[config.mk]
export PLATFORM = sky130hd
export DESIGN_NAME = execute_stage
export DESIGN_NICKNAME = d
export VERILOG_FILES = /design/src/hw/rv_isa_pkg.sv /design/src/hw/ex_pipe_pkg.sv /design/src/hw/ex_alu.sv /design/src/hw/ex_branch_unit.sv /design/src/hw/ex_control.sv /design/src/hw/execute_stage.sv
export SDC_FILE = /design/constraint.sdc
export NUM_CORES = 1
export LEC_CHECK = 0
export BUFFER_PORTS_ARGS = -buffer_cell sky130_fd_sc_hd__buf_2
export CAP_MARGIN = 10
export CORE_MARGIN = 1.5
export CORE_UTILIZATION = 46
export CTS_CLUSTER_SIZE = 20
export DETAILED_ROUTE_END_ITERATION = 10
export SLEW_MARGIN = 20
export SYNTH_ARGS = -nofsm -noshare
export SYNTH_HDL_FRONTEND = slang
export SYNTH_SLANG_ARGS = --single-unit
[constraint.sdc]
create_clock -name i_clk -period 14.4 [get_ports i_clk]
set_input_delay 0.72 -clock i_clk [delete_from_list [all_inputs] [get_ports i_clk]]
set_output_delay 0.72 -clock i_clk [all_outputs]
set_load 0.01 [all_outputs]
[src/hw/rv_isa_pkg.sv]
package rv_isa_pkg;

    ////////////////////////////////////////////////////////////////////////////
    // Base widths
    ////////////////////////////////////////////////////////////////////////////

    // Data path and address width for RV32I
    localparam int XLEN = 32;

    ////////////////////////////////////////////////////////////////////////////
    // Function codes
    ////////////////////////////////////////////////////////////////////////////

    // ALU funct3 values shared by register and immediate forms
    localparam logic [2:0] F3_ADD_SUB = 3'b000;
    localparam logic [2:0] F3_SLL     = 3'b001;
    localparam logic [2:0] F3_SLT     = 3'b010;
    localparam logic [2:0] F3_SLTU    = 3'b011;
    localparam logic [2:0] F3_XOR     = 3'b100;
    localparam logic [2:0] F3_SRL_SRA = 3'b101;
    localparam logic [2:0] F3_OR      = 3'b110;
    localparam logic [2:0] F3_AND     = 3'b111;

    // Jump selectors carried in the funct3 slot by the decoder
    localparam logic [2:0] F3_JAL  = 3'b010;
    localparam logic [2:0] F3_JALR = 3'b011;

    // ALU operation where the iop flag picks SUB or SRA on the shared codes
    typedef enum logic [2:0] {
        ALU_ADD_SUB = F3_ADD_SUB,
        ALU_SLL     = F3_SLL,
        ALU_SLT     = F3_SLT,
        ALU_SLTU    = F3_SLTU,
        ALU_XOR     = F3_XOR,
        ALU_SRL_SRA = F3_SRL_SRA,
        ALU_OR      = F3_OR,
        ALU_AND     = F3_AND
    } alu_funct3_e;

    // Branch funct3 read as a compare recipe
    // BEQ 000, BNE 001, BLT 100, BGE 101, BLTU 110, BGEU 111
    typedef struct packed {
        logic less;          // Less-than instead of equality
        logic unsigned_cmp;  // Unsigned less-than
        logic negate;        // Invert the outcome
    } br_cond_s;

    // One funct3 word with two readings
    typedef union packed {
        alu_funct3_e alu;
        br_cond_s    branch;
    } ex_op_u;

endpackage

[src/hw/ex_pipe_pkg.sv]
package ex_pipe_pkg;

    ////////////////////////////////////////////////////////////////////////////
    // Decoded control word
    ////////////////////////////////////////////////////////////////////////////

    // Category flags are one-hot with exactly one set per instruction
    // iop meaning per category
    //   alu_imm / alu_reg   SRA(I) or SUB
    //   load_upper_imm      LUI when set, AUIPC when clear
    //   mem                 store when set, load when clear
    typedef struct packed {
        logic               alu_imm;
        logic               alu_reg;
        logic               cond_branch;
        logic               uncond_branch;
        logic               load_upper_imm;
        logic               mem;
        logic               iop;
        rv_isa_pkg::ex_op_u fcs_opcode;
    } ex_ctrl_s;

    ////////////////////////////////////////////////////////////////////////////
    // Stage request and response
    ////////////////////////////////////////////////////////////////////////////

    // One decoded instruction entering the stage
    // For LUI and AUIPC imm holds the raw 20-bit field in the low bits
    typedef struct packed {
        ex_ctrl_s                    ctrl;
        logic [rv_isa_pkg::XLEN-1:0] pc;
        logic [rv_isa_pkg::XLEN-1:0] rs1;
        logic [rv_isa_pkg::XLEN-1:0] rs2;
        logic [rv_isa_pkg::XLEN-1:0] imm;
    } ex_req_s;

    // Result handed to the next stage
    // rd_value is the rd write data or the memory address
    typedef struct packed {
        ex_ctrl_s                    ctrl;
        logic [rv_isa_pkg::XLEN-1:0] rd_value;
        logic [rv_isa_pkg::XLEN-1:0] pc_target;
        logic                        pc_load;
    } ex_rsp_s;

    // Control FSM states
    typedef enum logic {
        EX_WAIT,
        EX_EXECUTE
    } ex_state_e;

endpackage

[src/hw/ex_alu.sv]
`timescale 1ns/1ps

module ex_alu (
    input  logic [rv_isa_pkg::XLEN-1:0] i_op_a,
    input  logic [rv_isa_pkg::XLEN-1:0] i_op_b,
    input  rv_isa_pkg::alu_funct3_e     i_op,
    input  logic                        i_invert,
    output logic [rv_isa_pkg::XLEN-1:0] o_result
);
    import rv_isa_pkg::*;

    logic [XLEN-1:0] b_eff;
    logic [XLEN-1:0] sum;
    logic [4:0]      shamt;
    logic            lt_signed;
    logic            lt_unsigned;

    ////////////////////////////////////////////////////////////////////////////
    // Shared adder and compares
    ////////////////////////////////////////////////////////////////////////////

    // SUB as a + ~b + 1
    assign b_eff = i_invert ? ~i_op_b : i_op_b;
    assign sum   = i_op_a + b_eff + {{(XLEN-1){1'b0}}, i_invert};

    assign lt_signed   = $signed(i_op_a) < $signed(i_op_b);
    assign lt_unsigned = i_op_a < i_op_b;

    // Only the low five bits count for RV32 shifts
    assign shamt = i_op_b[4:0];

    ////////////////////////////////////////////////////////////////////////////
    // Result select
    ////////////////////////////////////////////////////////////////////////////

    always_comb begin
        o_result = '0;
        case (i_op)
            ALU_ADD_SUB: o_result = sum;
            ALU_SLL:     o_result = i_op_a << shamt;
            ALU_SLT:     o_result = {{(XLEN-1){1'b0}}, lt_signed};
            ALU_SLTU:    o_result = {{(XLEN-1){1'b0}}, lt_unsigned};
            ALU_XOR:     o_result = i_op_a ^ i_op_b;
            ALU_SRL_SRA: begin
                // Arithmetic shift keeps the sign bit
                if (i_invert) begin
                    o_result = $signed(i_op_a) >>> shamt;
                end else begin
                    o_result = i_op_a >> shamt;
                end
            end
            ALU_OR:      o_result = i_op_a | i_op_b;
            ALU_AND:     o_result = i_op_a & i_op_b;
            default:     o_result = '0;
        endcase
    end

endmodule

[src/hw/ex_branch_unit.sv]
`timescale 1ns/1ps

module ex_branch_unit (
    input  ex_pipe_pkg::ex_req_s        i_req,
    output logic                        o_pc_load,
    output logic [rv_isa_pkg::XLEN-1:0] o_pc_target,
    output logic [rv_isa_pkg::XLEN-1:0] o_link
);
    import rv_isa_pkg::*;
    import ex_pipe_pkg::*;

    br_cond_s        cond;
    logic [2:0]      funct3;
    logic            equal;
    logic            less;
    logic            taken;
    logic [XLEN-1:0] pc_plus_4;
    logic [XLEN-1:0] pc_plus_imm;
    logic [XLEN-1:0] jalr_target;

    ////////////////////////////////////////////////////////////////////////////
    // Condition evaluation
    ////////////////////////////////////////////////////////////////////////////

    // Branch view of the union
    assign cond   = i_req.ctrl.fcs_opcode.branch;
    assign funct3 = i_req.ctrl.fcs_opcode;

    assign equal = i_req.rs1 == i_req.rs2;
    assign less  = cond.unsigned_cmp ? (i_req.rs1 < i_req.rs2)
                                     : ($signed(i_req.rs1) < $signed(i_req.rs2));

    // BNE, BGE and BGEU are the negated forms
    assign taken = (cond.less ? less : equal) ^ cond.negate;

    ////////////////////////////////////////////////////////////////////////////
    // Targets and link
    ////////////////////////////////////////////////////////////////////////////

    assign pc_plus_4   = i_req.pc + XLEN'(4);
    assign pc_plus_imm = i_req.pc + i_req.imm;
    // JALR target is always halfword aligned
    assign jalr_target = (i_req.rs1 + i_req.imm) & ~XLEN'(1);

    // Return address for JAL and JALR
    assign o_link = pc_plus_4;

    always_comb begin
        o_pc_load   = 1'b0;
        o_pc_target = pc_plus_4;
        if (i_req.ctrl.cond_branch) begin
            o_pc_load   = taken;
            o_pc_target = taken ? pc_plus_imm : pc_plus_4;
        end else if (i_req.ctrl.uncond_branch) begin
            o_pc_load = 1'b1;
            case (funct3)
                F3_JAL:  o_pc_target = pc_plus_imm;
                F3_JALR: o_pc_target = jalr_target;
                default: o_pc_target = pc_plus_4;
            endcase
        end
    end

endmodule

[src/hw/ex_control.sv]
`timescale 1ns/1ps

module ex_control (
    input  logic                        i_clk,
    input  logic                        i_reset,
    input  logic                        i_pipeline_ready,
    input  ex_pipe_pkg::ex_req_s        i_req,
    input  logic [rv_isa_pkg::XLEN-1:0] i_alu_result,
    input  logic                        i_pc_load,
    input  logic [rv_isa_pkg::XLEN-1:0] i_pc_target,
    input  logic [rv_isa_pkg::XLEN-1:0] i_link,
    output ex_pipe_pkg::ex_req_s        o_req_q,
    output logic [rv_isa_pkg::XLEN-1:0] o_op_a,
    output logic [rv_isa_pkg::XLEN-1:0] o_op_b,
    output rv_isa_pkg::alu_funct3_e     o_alu_op,
    output logic                        o_alu_invert,
    output ex_pipe_pkg::ex_rsp_s        o_rsp,
    output logic                        o_done
);
    import rv_isa_pkg::*;
    import ex_pipe_pkg::*;

    ex_state_e       state_q;
    ex_state_e       state_d;
    ex_req_s         req_q;
    logic            capture;
    logic [XLEN-1:0] upper_imm;
    logic [XLEN-1:0] rd_value;

    ////////////////////////////////////////////////////////////////////////////
    // Wait / execute FSM
    ////////////////////////////////////////////////////////////////////////////

    // Strobe only counts while idle
    assign capture = (state_q == EX_WAIT) && i_pipeline_ready;

    always_comb begin
        state_d = state_q;
        case (state_q)
            EX_WAIT:    if (capture) state_d = EX_EXECUTE;
            EX_EXECUTE: state_d = EX_WAIT;
            default:    state_d = EX_WAIT;
        endcase
    end

    always_ff @(posedge i_clk or posedge i_reset) begin
        if (i_reset) begin
            state_q <= EX_WAIT;
        end else begin
            state_q <= state_d;
        end
    end

    // Instruction held for the execute cycle
    always_ff @(posedge i_clk) begin
        if (capture) begin
            req_q <= i_req;
        end
    end

    assign o_req_q = req_q;

    ////////////////////////////////////////////////////////////////////////////
    // Operand steering
    ////////////////////////////////////////////////////////////////////////////

    // U-type field moved into bits 31:12
    assign upper_imm = req_q.imm << 12;

    always_comb begin
        // Default rs1 + rs2 since branches ignore the ALU
        o_op_a       = req_q.rs1;
        o_op_b       = req_q.rs2;
        o_alu_op     = ALU_ADD_SUB;
        o_alu_invert = 1'b0;
        if (req_q.ctrl.alu_reg) begin
            o_alu_op     = req_q.ctrl.fcs_opcode.alu;
            o_alu_invert = req_q.ctrl.iop;
        end else if (req_q.ctrl.alu_imm) begin
            o_op_b       = req_q.imm;
            o_alu_op     = req_q.ctrl.fcs_opcode.alu;
            o_alu_invert = req_q.ctrl.iop;
        end else if (req_q.ctrl.load_upper_imm) begin
            // LUI adds to zero and AUIPC adds to pc
            o_op_a = req_q.ctrl.iop ? '0 : req_q.pc;
            o_op_b = upper_imm;
        end else if (req_q.ctrl.mem) begin
            // Effective address
            o_op_b = req_q.imm;
        end
    end

    ////////////////////////////////////////////////////////////////////////////
    // Response registers
    ////////////////////////////////////////////////////////////////////////////

    // Jumps write the return address and all else the ALU result
    assign rd_value = req_q.ctrl.uncond_branch ? i_link : i_alu_result;

    always_ff @(posedge i_clk or posedge i_reset) begin
        if (i_reset) begin
            o_rsp  <= '0;
            o_done <= 1'b0;
        end else begin
            o_done <= (state_q == EX_EXECUTE);
            // Held until the next instruction completes
            if (state_q == EX_EXECUTE) begin
                o_rsp.ctrl      <= req_q.ctrl;
                o_rsp.rd_value  <= rd_value;
                o_rsp.pc_target <= i_pc_target;
                o_rsp.pc_load   <= i_pc_load;
            end
        end
    end

endmodule

[src/hw/execute_stage.sv]
`timescale 1ns/1ps

module execute_stage (
    input  logic                 i_clk,
    input  logic                 i_reset,
    input  logic                 i_pipeline_ready,
    input  ex_pipe_pkg::ex_req_s i_req,
    output ex_pipe_pkg::ex_rsp_s o_rsp,
    output logic                 o_done
);
    import rv_isa_pkg::*;
    import ex_pipe_pkg::*;

    // Captured instruction to the branch unit
    ex_req_s         req_q;
    // ALU hookup
    logic [XLEN-1:0] op_a;
    logic [XLEN-1:0] op_b;
    alu_funct3_e     alu_op;
    logic            alu_invert;
    logic [XLEN-1:0] alu_result;
    // Branch unit results
    logic            pc_load;
    logic [XLEN-1:0] pc_target;
    logic [XLEN-1:0] link;

    ex_control i_ex_control (
        .i_clk            (i_clk),
        .i_reset          (i_reset),
        .i_pipeline_ready (i_pipeline_ready),
        .i_req            (i_req),
        .i_alu_result     (alu_result),
        .i_pc_load        (pc_load),
        .i_pc_target      (pc_target),
        .i_link           (link),
        .o_req_q          (req_q),
        .o_op_a           (op_a),
        .o_op_b           (op_b),
        .o_alu_op         (alu_op),
        .o_alu_invert     (alu_invert),
        .o_rsp            (o_rsp),
        .o_done           (o_done)
    );

    ex_alu i_ex_alu (
        .i_op_a   (op_a),
        .i_op_b   (op_b),
        .i_op     (alu_op),
        .i_invert (alu_invert),
        .o_result (alu_result)
    );

    ex_branch_unit i_ex_branch_unit (
        .i_req       (req_q),
        .o_pc_load   (pc_load),
        .o_pc_target (pc_target),
        .o_link      (link)
    );

endmodule

# After elaboration in Yosys (flattened, before gate mapping)
# Cells that the tools add are included.
[word_totals] elab_cells=81 out_inout_bits=76 in_bits=141 ff_bits=215
[op_classes] bitwise_logic=6 reduce_logical=2 order_cmp=4 shifts=3 n_mux=26 n_addsub=5 n_eq_ne=10
[op_table] cell="$mux 32" count=14
[op_table] cell="$pmux 32 s8" count=1
[op_table] cell="$lt 32x32->1" count=4
[op_table] cell="$add 32x32->32" count=3
[op_table] cell="$pmux 32 s2" count=1
[op_table] cell="$add 32x1->32" count=1
[op_table] cell="$add 32x3->32 const B" count=1
[op_table] cell="$and 32x32->32" count=1
[op_table] cell="$eq 32x32->1" count=1
[op_table] cell="$not 32->32" count=1
[op_table] cell="$or 32x32->32" count=1
[op_table] cell="$shl 32x5->32" count=1
[op_table] cell="$shr 32x5->32" count=1
[op_table] cell="$sshr 32x5->32" count=1
[op_table] cell="$xor 32x32->32" count=1
[op_table] cell="$eq 3x2->1 const B" count=4
[op_table] cell="$eq 3x3->1 const B" count=4
[op_table] cell="$mux 1" count=7
[op_table] cell="$mux 3" count=2
[op_table] cell="$eq 3x1->1 const B" count=1
[op_table] cell="$logic_not 3->1" count=1
[op_table] cell="$pmux 1 s2" count=1
[op_table] cell="$logic_and 1x1->1" count=1
[op_table] cell="$not 1->1" count=1
[op_table] cell="$xor 1x1->1" count=1

# Depth between registers and ports, before layout
[logic_depth] ltp_word=10 depth_mapped=20 mapped_depth_nobuf=17

# Cells and area by module
# Synthesis repeated with hierarchy kept, for this count alone.
[unflattened] cells_unflattened=2586 area_unflattened_um2=22622.9
[by_module_without_submodules] mod="ex_control" area_each_um2=8749.6 cells_per_inst=624 seq_area_each_um2=6070.8 n_inst=1
[by_module_without_submodules] mod="ex_alu" area_each_um2=8318.0 cells_per_inst=1162 seq_area_each_um2=0.0 n_inst=1
[by_module_without_submodules] mod="ex_branch_unit" area_each_um2=5555.3 cells_per_inst=800 seq_area_each_um2=0.0 n_inst=1

# Least setup slack after synthesis
# No wires, ideal clock.
[synth_timing] path_kind="register to register" start="register i_ex_control.state_q" end="register i_ex_control.state_q" setup_ns=0.758 t_required_ns=13.642 synth_period_minus_slack_ns=7.605 path_stages_with_launch=4 n_path_buf=2 setup_slack_ns=6.795 arrival_time_ns=6.846 cell_sequence="dfrtp_1 -> clkbuf_1 -> clkbuf_1 -> nor2b_1"
[synth_via] elab_chain_len=4
[synth_lines] element="from (decl)" line="ex_control.sv:23" source="ex_state_e state_q;"
[synth_lines] element="from (signal assigned)" line="ex_control.sv:50" source="state_q <= state_d;"
[synth_lines] element="$not 1->1"
[synth_lines] element="$logic_and 1x1->1" line="ex_control.sv:35" source="assign capture = (state_q == EX_WAIT) && i_pipeline_ready;"
[synth_lines] element="net i_ex_control.capture" line="ex_control.sv:26" source="logic capture;"
[synth_lines] element="$mux 1" line="ex_control.sv:40" source="EX_WAIT: if (capture) state_d = EX_EXECUTE;"
[synth_lines] element="$pmux 1 s2" line="ex_control.sv:39" source="case (state_q)"
# The timed path passes the listed nets, and every way through them passes these cells.
# A chain may end at the register's enable or synchronous reset.

# Worst setup path in the final report
[layout_timing] start="register i_ex_control.o_req_q[133] (netlist name)" end="register i_ex_control.o_rsp[47] (netlist name)"
[layout_via] elab_chain_len=9 word_cells_on_any_way=19 cone_classes="2 x add/sub; 3 x shift; 10 x mux; 4 x bitwise"
[layout_lines] element="$mux 32" line="ex_control.sv:83" source="end else if (req_q.ctrl.load_upper_imm) begin"
[layout_lines] element="$mux 32" line="ex_control.sv:79" source="end else if (req_q.ctrl.alu_imm) begin"
[layout_lines] element="$mux 32" line="ex_control.sv:76" source="if (req_q.ctrl.alu_reg) begin"
[layout_lines] element="$not 32->32" line="ex_alu.sv:23" source="assign b_eff = i_invert ? ~i_op_b : i_op_b;"
[layout_lines] element="$mux 32" line="ex_alu.sv:23"
[layout_lines] element="$add 32x32->32" line="ex_alu.sv:24" source="assign sum = i_op_a + b_eff + {{(XLEN-1){1'b0}}, i_invert};"
[layout_lines] element="$add 32x1->32" line="ex_alu.sv:24"
[layout_lines] element="$pmux 32 s8 (*)" line="ex_alu.sv:38" source="case (i_op)"
[layout_lines] element="$mux 32 (*)" line="ex_control.sv:98" source="assign rd_value = req_q.ctrl.uncond_branch ? i_link : i_alu_result;"
# Every way passes the cells marked *; elsewhere a longest branch is shown, timed or not.

==> flow_metrics.py <==
metrics = {
    "synthesis": {
        "ys.flop_type": "edfxtp_1",
        "postSynthAreaPerCell_um2": 8.64,
        "synthAdderAreaFrac_pct": 13.0,
        "synth_seq_area_share_pct": 27.9,
        "syn_area_um2": 21800,
        "yosysUniqueCellTypes": 93,
        "netlist_top_cells_count": "234 x a21oi_1, 221 x ha_1, 212 x nand2_1",
        "ys_ff_latch": 215,
        "synthSimpleGateAreaFrac_pct": 14.8,
        "syn_nets": 2882,
        "synth_top_area_share_pct": 19.0,
        "synth_edf_count": 138,
        "synth.most_common_cell": "a21oi_1",
        "synth_xor_area_share_pct": 5.84,
        "synth_top_family_by_area": "compound AO/OA/AOI/OAI gates",
        "synth-compound-area-share_pct": 25.0,
        "ys.warnings.count": 0,
        "synthMuxAreaShare_pct": 8.64,
        "synthCells": 2517,
        "synth_top_cell_by_area": "edfxtp_1",
        "async_flop_share_pct": 35.8,
        "synthTopCellsByArea": "edfxtp_1 19%, ha_1 13%, dfrtp_1 8.9%",
    },
    "power_and_ir_drop": {
        "p_sw_share_pct": 39.5,
        "ir_drop_mv": 0.108,
        "combPwrFrac_pct": 39.5,
        "clkPwrFrac_pct": 28.8,
        "seq_power_share_pct": 31.7,
        "p_leak_nw": 10.5,
        "p_sw_w": 0.00101,
        "internal_power_w": 0.00155,
        "pwr_density_cell_nw_per_um2": 105,
    },
    "cells_and_area": {
        "final_area_um2": 24400,
        "num_antenna_cells": 0,
        "nNetsFinal": 3047,
        "area_growth_pct": 12.3,
        "drive_above_1_share_pct": 15.5,
    },
    "run": {
        "maxCapViolCount": 0,
    },
    "placed_design": {
        "port_buffers": 216,
        "hpwl_mm": 77.2,
        "placed_area_um2": 23500,
        "gp_congestion": 1.03,
        "post-place-ws_ps": 8120,
    },
    "critical_path": {
        "r2r-start": "i_ex_control.o_req_q[133]",
        "crit_type": "reg2reg",
        "crit_arrival_ps": 7140,
        "cp.required_ps": 14860,
        "critPathCaptureType": "flop",
        "crit_path_start": "i_ex_control.o_req_q[133]",
        "critPathMaxFanout": 28,
        "startpoint_type": "flop",
        "r2r_cells": 16,
    },
    "die": {
        "core_area_um2": 46700,
        "io_pins": 217,
        "die_width_um": 220,
        "rows": 79,
        "start_util_pct": 46.6,
        "die_area_um2": 48600,
        "die_y_um": 220,
    },
    "route": {
        "first_iter_violations": 3039,
        "detail-route-antenna-nets": 0,
        "vias": 22200,
        "post_drt_wl_per_cell_um": 29.9,
        "wl_mm": 98.9,
        "viasPerCell": 6.71,
        "drc_errors": 11,
        "first_pass_iters": 9,
    },
    "sta": {
        "final_max_slew_viol_count": 0,
        "finalSetupTns_ps": 0,
        "finalCritPeriodShare_pct": 46.4,
        "grt_setup_unrepaired": "no",
        "worstMarginPinSlew_ps": 1060,
        "fin_ws_ps": 7720,
        "skew_ps": 12.8,
        "report.final.hold_viol_count": 0,
        "setup_viol": 0,
        "period_minus_slack_ps": 6680,
        "slew_headroom_pct": 27.5,
        "fmax_mhz": 150,
    },
    "status": {
        "violations": "design-rule violations",
        "status": "finished with violations",
    },
    "global_route": {
        "first_global_vias": 20500,
        "grt-ovfl-total": 0,
        "track_usage_pct": 40.0,
        "grt_pass1_wl_mm": 141,
        "antenna_found_initial": 1,
        "grt_max_degree": 73,
    },
    "worst_hold_path": {
        "hold_path_class": "in2async",
    },
    "clock_tree": {
        "cts_tree": "done",
        "htreeDepth": 1,
        "path_clk_slew_ps": 70,
        "ctsRootBufferMaster": "clkbuf_16",
        "cts_buffers": 25,
        "clock_latency_ps": 570,
        "cts_resized": 0,
        "cts_sinks": 215,
        "post_cts_buffers": 0,
        "max-clock-path-buffers": 3,
        "cts_hold_buf": 0,
    },
}
-- worst max-delay path, cell delays in order (launching register included) --
cell	delay, ps
edfxtp_1	900
nor3b_4	1000
buf_4	390
mux2i_1	710
o21ai_0	250
a21boi_0	230
fa_1	480
a21o_1	180
a21oi_1	290
o21ai_0	160
a21oi_1	450
o21ai_0	270
xnor2_1	190
nor2_1	60
a2111oi_0	590
nand3_1	190
a22o_1	210
-- kinds of logic (layout without fill, tap and decap cells) --
group,count (synthesis),in the layout
fa+ha+maj,224,224
mux,172,172
xor+xnor,145,145
buf+inv,261,445
compound gates,822,822
simple gates,678,678
flops,215,215
-- metrics by stage --
stage / power (W) / hold slack, ps / utilization, % / std cells
finish: 0.00256 / 212 / 52.3 / 3308
global route: 0.00266 / 260 / 52.3 / 3308
CTS: 0.00253 / 224 / 52.3 / 3308
detailed placement: 0.00179 / 470 / 50.3 / 3262
global placement: 0.00179 / 468 / 50.3 / 3262
floorplan: 0.00143 / 352 / - / 2517
-- layout by cell type, fill, tap and decap left out, types with 15 or more instances in the layout --
cell type,Yosys,layout
buf_4,5,54
o211ai_1,35,35
o221ai_1,24,24
nor2b_1,32,31
o21ai_0,148,147
nand2_1,212,212
ha_1,221,221
mux2i_1,121,121
a222oi_1,15,15
a211oi_1,35,35
a22oi_1,40,38
nand4_1,30,30
mux2_2,42,42
o21a_1,20,20
clkbuf_16,0,25
and3_1,21,21
nor3_1,28,27
inv_1,124,123
buf_2,34,216
edfxtp_1,138,138
a2111oi_0,15,15
a21o_1,47,47
dfrtp_1,77,76
a221oi_1,23,23
xor2_1,51,51
nand3_1,67,67
a31oi_1,33,32
nor2_1,191,189
o22ai_1,20,20
xnor2_1,94,94
and2_1,15,15
a21oi_1,234,233
-- metal layers --
layer	GRT usage, %	share of wire (%)
met2	58.8	42
met5	0	0.012
met4	16.6	4.9
met3	9.43	11
met1	55.9	42
-- final timing paths --
check | end | slack (ps)
setup / recovery | i_ex_control.o_rsp[47] | 7720
hold / removal | i_ex_control.o_rsp[16] | 210
setup reg to reg | i_ex_control.o_rsp[47] | 7720
hold reg to reg | i_ex_control.o_rsp[71] | 490
max in group asynchronous | i_ex_control.o_rsp[70] | 12920
min in group i_clk | i_ex_control.o_req_q[8] | 330
-- layout make-up --
type,instances,area [um2]
fillers,4482,22200
multi-input cells,2041,14700
flip-flops and latches,215,6070
repair buffers,270,1490
well taps,607,759
clock buffers,28,647
inverters,129,485
clock inverters,18,292
-- power by group through the flow --
stage          Sequential, W  Clock (W)  Combinational (W)
6_report            0.000812   0.000737            0.00101
2_1_floorplan       0.000800          0           0.000631
4_1_cts             0.000809   0.000744           0.000977
3_3_place_gp        0.000820          0           0.000966
3_5_place_dp        0.000820          0           0.000970
5_1_grt             0.000814   0.000768            0.00108
-- flip-flops by register name (all words and copies together) (netlist names) --
| name | cells |
|---|---|
| i_ex_control.o_rsp | 75 |
| i_ex_control.state_q | 1 |
| i_ex_control.o_req_q | 138 |
| i_ex_control.o_done | 1 |
Note: power is estimated with default switching activity, not from simulation.
